File: src/gba_audio_pkg.sv
package gba_audio_pkg;

    ////////////////////////////////////////////////////////////////////////////
    // sample and frame geometry
    ////////////////////////////////////////////////////////////////////////////

    localparam int SAMPLE_W    = 16;            // bits per channel sample
    localparam int FRAME_SLOTS = 2 * SAMPLE_W;  // left slots then right slots
    localparam int SLOT_W      = 5;             // covers 0..FRAME_SLOTS-1

    // channel index, left is the upper half of the stereo word
    localparam logic CH_LEFT  = 1'b0;
    localparam logic CH_RIGHT = 1'b1;

    ////////////////////////////////////////////////////////////////////////////
    // sample types
    ////////////////////////////////////////////////////////////////////////////

    typedef logic signed [SAMPLE_W-1:0] sample_t;   // one channel, two's complement

    // write view, left in the top 16 bits like {left, right}
    typedef struct packed {
        sample_t left;
        sample_t right;
    } stereo_pair_t;

    // same 32 bits seen two ways
    // half uses an ascending range so half[0] is the upper (left) sample
    // and half[channel] picks the channel directly
    typedef union packed {
        stereo_pair_t     pair;     // filled on capture
        sample_t [0:1]    half;     // read by channel index
    } stereo_word_u;

endpackage

File: src/dac_frame_if.sv
`timescale 1ns/1ps

// signals shared by the sequencer, the sample store and the shifter
interface dac_frame_if;

    logic                   load;       // pulse, start of a channel (slot 0 / 16)
    logic                   shift;      // pulse, every other slot boundary
    logic                   channel;    // level, channel of the current slot
    logic                   bck;        // DAC bit clock level
    logic                   ws;         // word select, low = left
    gba_audio_pkg::sample_t sample;     // half of the stored word for channel

    // timing generator
    modport seq (
        output load,
        output shift,
        output channel,
        output bck,
        output ws
    );

    // stereo register, read by channel
    modport store (
        input  channel,
        output sample
    );

    // serializer
    modport shf (
        input  load,
        input  shift,
        input  sample
    );

endinterface

File: src/sample_capture.sv
`timescale 1ns/1ps

// input side of the DAC path
// latches a stereo pair whenever the left sample moves, then hands out
// one half of it depending on the channel the sequencer is on
module sample_capture (
    input  logic                   clk16,
    input  logic                   resetn,
    input  gba_audio_pkg::sample_t sound_left_i,    // from the sound core
    input  gba_audio_pkg::sample_t sound_right_i,
    dac_frame_if.store             frame
);

    ////////////////////////////////////////////////////////////////////////////
    // change detect
    ////////////////////////////////////////////////////////////////////////////

    gba_audio_pkg::sample_t       left_q;     // left sample one cycle ago
    gba_audio_pkg::stereo_word_u  word_q;     // stored stereo pair
    logic                         left_chg;   // write enable for word_q

    // a new pair is assumed whenever left moves
    // right alone changing is not a new sample period
    assign left_chg = (sound_left_i != left_q);

    always_ff @(posedge clk16 or negedge resetn) begin
        if (!resetn) begin
            left_q <= '0;
        end else begin
            left_q <= sound_left_i;   // plain delay line
        end
    end

    ////////////////////////////////////////////////////////////////////////////
    // stereo register
    ////////////////////////////////////////////////////////////////////////////

    // single 32-bit word, overwritten in place
    // nothing queues here, a pair that arrives mid frame simply replaces
    // the one being played and the shifter picks it up at the next load
    always_ff @(posedge clk16 or negedge resetn) begin
        if (!resetn) begin
            word_q <= '0;                               // silent until first capture
        end else if (left_chg) begin
            word_q.pair.left  <= sound_left_i;          // upper half
            word_q.pair.right <= sound_right_i;         // lower half, taken together
        end
    end

    ////////////////////////////////////////////////////////////////////////////
    // read port
    ////////////////////////////////////////////////////////////////////////////

    // combinational, channel already points at the new channel when load fires
    assign frame.sample = word_q.half[frame.channel];

endmodule

File: src/bclk_sequencer.sv
`timescale 1ns/1ps

// bit clock and frame timing for the DAC
// bck toggles every HALF_DIV clk16 cycles, each falling edge opens a slot,
// 32 slots per frame, 16 left then 16 right
module bclk_sequencer #(
    parameter int HALF_DIV = 5              // clk16 cycles per bck half period, >= 2
) (
    input  logic      clk16,
    input  logic      resetn,
    dac_frame_if.seq  frame
);

    localparam int DIV_W = (HALF_DIV > 1) ? $clog2(HALF_DIV) : 1;

    ////////////////////////////////////////////////////////////////////////////
    // bit clock divider
    ////////////////////////////////////////////////////////////////////////////

    logic [DIV_W-1:0]                   div_cnt_q;  // position inside a half period
    logic                               bck_q;
    logic                               toggle;     // last cycle of a half period
    logic                               fall_now;   // next edge takes bck low

    assign toggle   = (div_cnt_q == DIV_W'(HALF_DIV - 1));
    assign fall_now = toggle & bck_q;

    always_ff @(posedge clk16 or negedge resetn) begin
        if (!resetn) begin
            div_cnt_q <= '0;
            bck_q     <= 1'b0;                  // first toggle is a rise
        end else if (toggle) begin
            div_cnt_q <= '0;
            bck_q     <= ~bck_q;
        end else begin
            div_cnt_q <= div_cnt_q + 1'b1;
        end
    end

    ////////////////////////////////////////////////////////////////////////////
    // slot counter and word select
    ////////////////////////////////////////////////////////////////////////////

    logic [gba_audio_pkg::SLOT_W-1:0]   slot_q;     // slot in progress
    logic [gba_audio_pkg::SLOT_W-1:0]   slot_nxt;   // slot opened by the next fall
    logic                               ws_q;
    logic                               ch_start;   // slot_nxt is 0 or 16

    // wrap at end of frame
    always_comb begin
        if (slot_q == gba_audio_pkg::SLOT_W'(gba_audio_pkg::FRAME_SLOTS - 1)) begin
            slot_nxt = '0;
        end else begin
            slot_nxt = slot_q + 1'b1;
        end
    end

    // low bits zero means first bit of a channel
    assign ch_start = (slot_nxt[gba_audio_pkg::SLOT_W-2:0] == '0);

    // slot parks at the last value out of reset so the first fall opens slot 0.
    // ws is kept as its own register for that reason, it would read high
    // from the parked slot otherwise
    always_ff @(posedge clk16 or negedge resetn) begin
        if (!resetn) begin
            slot_q <= gba_audio_pkg::SLOT_W'(gba_audio_pkg::FRAME_SLOTS - 1);
            ws_q   <= 1'b0;
        end else if (fall_now) begin
            slot_q <= slot_nxt;
            ws_q   <= slot_nxt[gba_audio_pkg::SLOT_W-1];    // high for right slots
        end
    end

    ////////////////////////////////////////////////////////////////////////////
    // shifter strobes
    ////////////////////////////////////////////////////////////////////////////

    logic                               load_q;
    logic                               shift_q;

    // high for the one cycle where bck has just gone low
    always_ff @(posedge clk16 or negedge resetn) begin
        if (!resetn) begin
            load_q  <= 1'b0;
            shift_q <= 1'b0;
        end else begin
            load_q  <= fall_now &  ch_start;    // slots 0 and 16
            shift_q <= fall_now & ~ch_start;    // all other slots
        end
    end

    // outputs
    assign frame.bck     = bck_q;
    assign frame.ws      = ws_q;
    assign frame.load    = load_q;
    assign frame.shift   = shift_q;
    assign frame.channel = slot_q[gba_audio_pkg::SLOT_W-1] ? gba_audio_pkg::CH_RIGHT
                                                           : gba_audio_pkg::CH_LEFT;

endmodule

File: src/dac_shifter.sv
`timescale 1ns/1ps

// output side, serializes one channel sample MSB first
// load and shift come in the cycle bck has fallen, so the data bit moves
// one clk16 cycle after the fall and is settled long before the next rise
module dac_shifter (
    input  logic        clk16,
    input  logic        resetn,
    dac_frame_if.shf    frame,
    output logic        hp_din_o    // serial data to the DAC
);

    ////////////////////////////////////////////////////////////////////////////
    // shift register
    ////////////////////////////////////////////////////////////////////////////

    gba_audio_pkg::sample_t sr_q;   // MSB is the bit on the wire

    always_ff @(posedge clk16 or negedge resetn) begin
        if (!resetn) begin
            sr_q <= '0;                         // din low until first frame
        end else if (frame.load) begin
            sr_q <= frame.sample;               // new channel, MSB goes out now
        end else if (frame.shift) begin
            // next lower bit, zero fill at the bottom
            sr_q <= {sr_q[gba_audio_pkg::SAMPLE_W-2:0], 1'b0};
        end
    end

    assign hp_din_o = sr_q[gba_audio_pkg::SAMPLE_W-1];

endmodule

File: src/gba_audio_dac.sv
`timescale 1ns/1ps

// audio output path, all on clk16
// stereo sample in, I2S-like serial stream out (bck, ws, din)
module gba_audio_dac #(
    parameter int HALF_DIV = 5                      // clk16 cycles per bck half period
) (
    input  logic                   clk16,
    input  logic                   resetn,          // async, active low
    input  gba_audio_pkg::sample_t sound_left_i,    // left channel sample
    input  gba_audio_pkg::sample_t sound_right_i,   // right channel sample
    output logic                   hp_bck_o,        // DAC bit clock
    output logic                   hp_ws_o,         // low = left channel
    output logic                   hp_din_o         // DAC serial data
);

    ////////////////////////////////////////////////////////////////////////////
    // internal frame signals
    ////////////////////////////////////////////////////////////////////////////

    dac_frame_if frame ();

    // sample store
    sample_capture i_sample_capture (
        .clk16          (clk16),
        .resetn         (resetn),
        .sound_left_i   (sound_left_i),
        .sound_right_i  (sound_right_i),
        .frame          (frame)
    );

    // timing
    bclk_sequencer #(
        .HALF_DIV       (HALF_DIV)
    ) i_bclk_sequencer (
        .clk16          (clk16),
        .resetn         (resetn),
        .frame          (frame)
    );

    // serializer
    dac_shifter i_dac_shifter (
        .clk16          (clk16),
        .resetn         (resetn),
        .frame          (frame),
        .hp_din_o       (hp_din_o)
    );

    // bck and ws go straight out, already registered in the sequencer
    assign hp_bck_o = frame.bck;
    assign hp_ws_o  = frame.ws;

endmodule

File: config.mk
export PLATFORM = sky130hd
export DESIGN_NAME = gba_audio_dac
export DESIGN_NICKNAME = d
export VERILOG_FILES = /design/src/gba_audio_pkg.sv /design/src/dac_frame_if.sv /design/src/sample_capture.sv /design/src/bclk_sequencer.sv /design/src/dac_shifter.sv /design/src/gba_audio_dac.sv
export SDC_FILE = /design/constraint.sdc
export NUM_CORES = 1
export LEC_CHECK = 0
export BUFFER_PORTS_ARGS = -buffer_cell sky130_fd_sc_hd__buf_2
export CAP_MARGIN = 5
export CORE_ASPECT_RATIO = 0.5
export CORE_MARGIN = 1.5
export CORE_UTILIZATION = 55
export DETAILED_ROUTE_END_ITERATION = 16
export PLACE_DENSITY = 0.76
export SETUP_SLACK_MARGIN = 0.1
export SYNTH_ARGS = -nofsm -noshare
export SYNTH_HDL_FRONTEND = slang
export SYNTH_SLANG_ARGS = --single-unit
File: constraint.sdc
create_clock -name clk16 -period 4.3 [get_ports clk16]
set_input_delay 0.215 -clock clk16 [delete_from_list [all_inputs] [get_ports clk16]]
set_output_delay 0.215 -clock clk16 [all_outputs]
set_load 0.02 [all_outputs]
==> run metrics <==
IO Pins=37; Synth warnings=0; max-cap viol count=0; RSZ-0062 raised after global routing=false; Antenna Cells=0; CTS root buf=clkbuf_16; Reg clk slew, reported paths=60 ps; Synth Net Count=277; Post-Syn Instances=239; crit path max fanout=22; Layout area overhead=17.3%; register area=1910 um^2; number of buffers inserted by hold repair at cts=0; total internal power=1.38 mW; CTS sink count=76; Final Max Slew Viols=0; CP max-delay cell=nor4_1; Top Family by Delay on Critical Path=simple AND/OR/NAND/NOR gates; worst skew pair latency=330 ps; vias per cell=5.37; reg2reg start=i_sample_capture.left_q[12]; Yosys reg bits=76; Flop pwr share=44.1%; max incr delay on CP=520 ps; number of H-tree levels=3; layout cells sized above 1=34.0%; Mapped Area=3310 um^2; syn avg cell area=13.9 um^2; total negative setup slack=0 ps; buffers and inverters on the worst path=1; VDD IR max=234 uV; fillcell total=391; Placer Congestion=0.758; register area share after synthesis=57.6%; Final Setup Violations=0; wire per inst=16.6 um; first-pass GRT wire length=9980 um; Max Freq=401 MHz; worst endpoint required time=4510 ps; net switching power=0.326 mW; cell depth of the worst flop-to-flop path=5; total gr overflow=0; post_cts resized=0; vias in the first global route=1994; Die Wd=113 um; layout net count=315; Buffers on Ports=36; DRC Markers=0; Reg-to-Reg End=i_sample_capture.word_q[12]; leakage=1.90 nW; CORE AREA=5630 um^2; post-layout util=68.9%; worst-path cell chain=xor2_1 > nor4_1 > nand4_2 > buf_4 > mux2_4; critical path endpoint category=register; CP Launch Type=register; Worst-Margin Slew=992 ps; Die H=57.9 um; Post-DP HPWL=3920 um; final wirelength=5880 um; combinational cell fraction of total power=4.6%; Critical Setup Path Class=register to register; worst hold path type=primary input to asynchronous set/reset pin; number of DRC markers in iteration 0=73; Pre-Repair DR Iteration Count=4; outcome=finished, final reports clean; Slew Limit Headroom=33.9%; power share of the clock group=51.3%; multi-input logic area=1330 um^2; Clock Skew=7.16 ps; Vias=1905; Rows=19; largest net degree at the start of global routing=46; Cell variety after synth=27; post-layout min period=2490 ps; crit share post-route=58.0%; Final Hold Fails=0; Global Route Usage Sum=20.7%; Starting Density=58.8%; switch share=19.1%; CP arrival=2710 ps; Die Area=6520 um^2; DRT antenna net count=0; Pwr Density=438 nW/um^2; TritonCTS clock tree=yes; initial antenna violation count=0; Clock Path Buffers=2; R2R setup slack=1810 ps; Setup Fix Bufs, Post-CTS=0; cts bufs inserted=9
-- stage by stage --
| stage | total power [mW] | cell area (um^2) | std cells | setup WS, ps | hold slack (ps) |
|---|---|---|---|---|---|
| floorplan | 0.798 | 3310 | 239 | 2640 | -80.6 |
| global placement | 0.839 | 3530 | 339 | 1940 | 357 |
| detailed placement | 0.842 | 3530 | 339 | 1840 | 365 |
| CTS | 1.72 | 3880 | 355 | 1840 | 16.0 |
| global route | 1.76 | 3880 | 355 | 1770 | 20.8 |
| finish | 1.70 | 3880 | 355 | 1810 | 29.1 |
-- state kept, by name, summed over array words and instances (netlist names) --
name	flops
i_dac_shifter.sr_q	16
i_bclk_sequencer.frame.shift	1
i_sample_capture.word_q	32
i_bclk_sequencer.frame.bck	1
i_bclk_sequencer.frame.ws	1
i_sample_capture.left_q	16
i_bclk_sequencer.frame.load	1
i_bclk_sequencer.div_cnt_q	3
i_bclk_sequencer.slot_q	5
-- worst max path at each step --
stage / slack, ps / end / cells after the start / startpoint
floorplan: 2640 / i_sample_capture.word_q[0] / 5 / i_sample_capture.left_q[2]
global placement: 1940 / i_sample_capture.word_q[14] / 5 / i_sample_capture.left_q[12]
detailed placement: 1840 / i_sample_capture.word_q[27] / 5 / i_sample_capture.left_q[12]
CTS: 1840 / i_sample_capture.word_q[12] / 5 / i_sample_capture.left_q[12]
global route: 1770 / i_sample_capture.word_q[24] / 5 / i_sample_capture.left_q[12]
finish: 1810 / i_sample_capture.word_q[12] / 5 / i_sample_capture.left_q[12]
-- metal layers --
| layer | track usage, % | vias up | share of wire (%) |
|---|---|---|---|
| li1 | - | 917 | - |
| met1 | 27.9 | 946 | 49 |
| met2 | 31.5 | 32 | 45 |
| met3 | 6.80 | 10 | 3.9 |
| met4 | 8.68 | 0 | 1.5 |
| met5 | 0 | - | 0 |
-- area by class of cell --
class	count	area share, %
Timing Repair Buffer	38	5.03
Tap cell	73	2.35
Clock inverter	4	2.45
Sequential cell	76	49.1
Inverter	2	0.193
Clock buffer	12	6.60
Multi-Input combinational cell	150	34.2
-- cells in the final DEF, fill, tap and decap left out, types with 3 or more instances in the layout --
| cell type | instances |
|---|---|
| mux2_2 | 6 |
| nand2_1 | 7 |
| mux2i_1 | 15 |
| a21oi_1 | 17 |
| clkbuf_16 | 9 |
| nor2b_1 | 16 |
| buf_2 | 36 |
| nor2_1 | 4 |
| dfstp_2 | 5 |
| ha_1 | 4 |
| xor2_1 | 16 |
| o21ai_0 | 6 |
| mux2_4 | 30 |
| bufinv_16 | 3 |
| dfrtp_1 | 71 |
| nor4_1 | 3 |
| a211oi_1 | 15 |
-- synthesized netlist by cell type (all sizes together) --
library cell / instances / area (um^2)
o21a: 1 / 7.51
dfstp: 5 / 131
mux2i: 15 / 150
buf: 4 / 38.8
nor2: 4 / 15.0
ha: 4 / 50.1
nor2b: 16 / 100
xnor2: 1 / 8.76
and3: 2 / 12.5
a21oi: 17 / 85.1
nand3: 1 / 5.00
clkbuf: 7 / 26.3
nand2b: 1 / 6.26
a31oi: 1 / 6.26
xor2: 16 / 140
a211oi: 15 / 113
nand4: 3 / 25.0
dfrtp: 71 / 1780
nor4: 4 / 31.3
mux2: 36 / 518
o21ai: 6 / 30.0
inv: 2 / 7.51
nand2: 7 / 26.3
-- power groups by stage --
stage	registers, mW	logic, mW	clock network, mW
after floorplan	0.760	0.0376	0
after global placement	0.763	0.0762	0
after detailed placement	0.763	0.0789	0
after CTS	0.751	0.0796	0.890
after global routing	0.754	0.0864	0.918
final	0.751	0.0777	0.873
-- cell families (layout without fill, tap and decap cells) --
group / after synthesis / count (layout) / share of synthesized area [%]
compound gates: 40 / 40 / 7.29
xor+xnor: 17 / 17 / 4.50
fa+ha+maj: 4 / 4 / 1.51
buf+inv: 13 / 56 / 2.19
flops: 76 / 76 / 57.6
mux: 51 / 51 / 20.2
simple gates: 38 / 38 / 6.69
(Power assumes the default switching activity.)
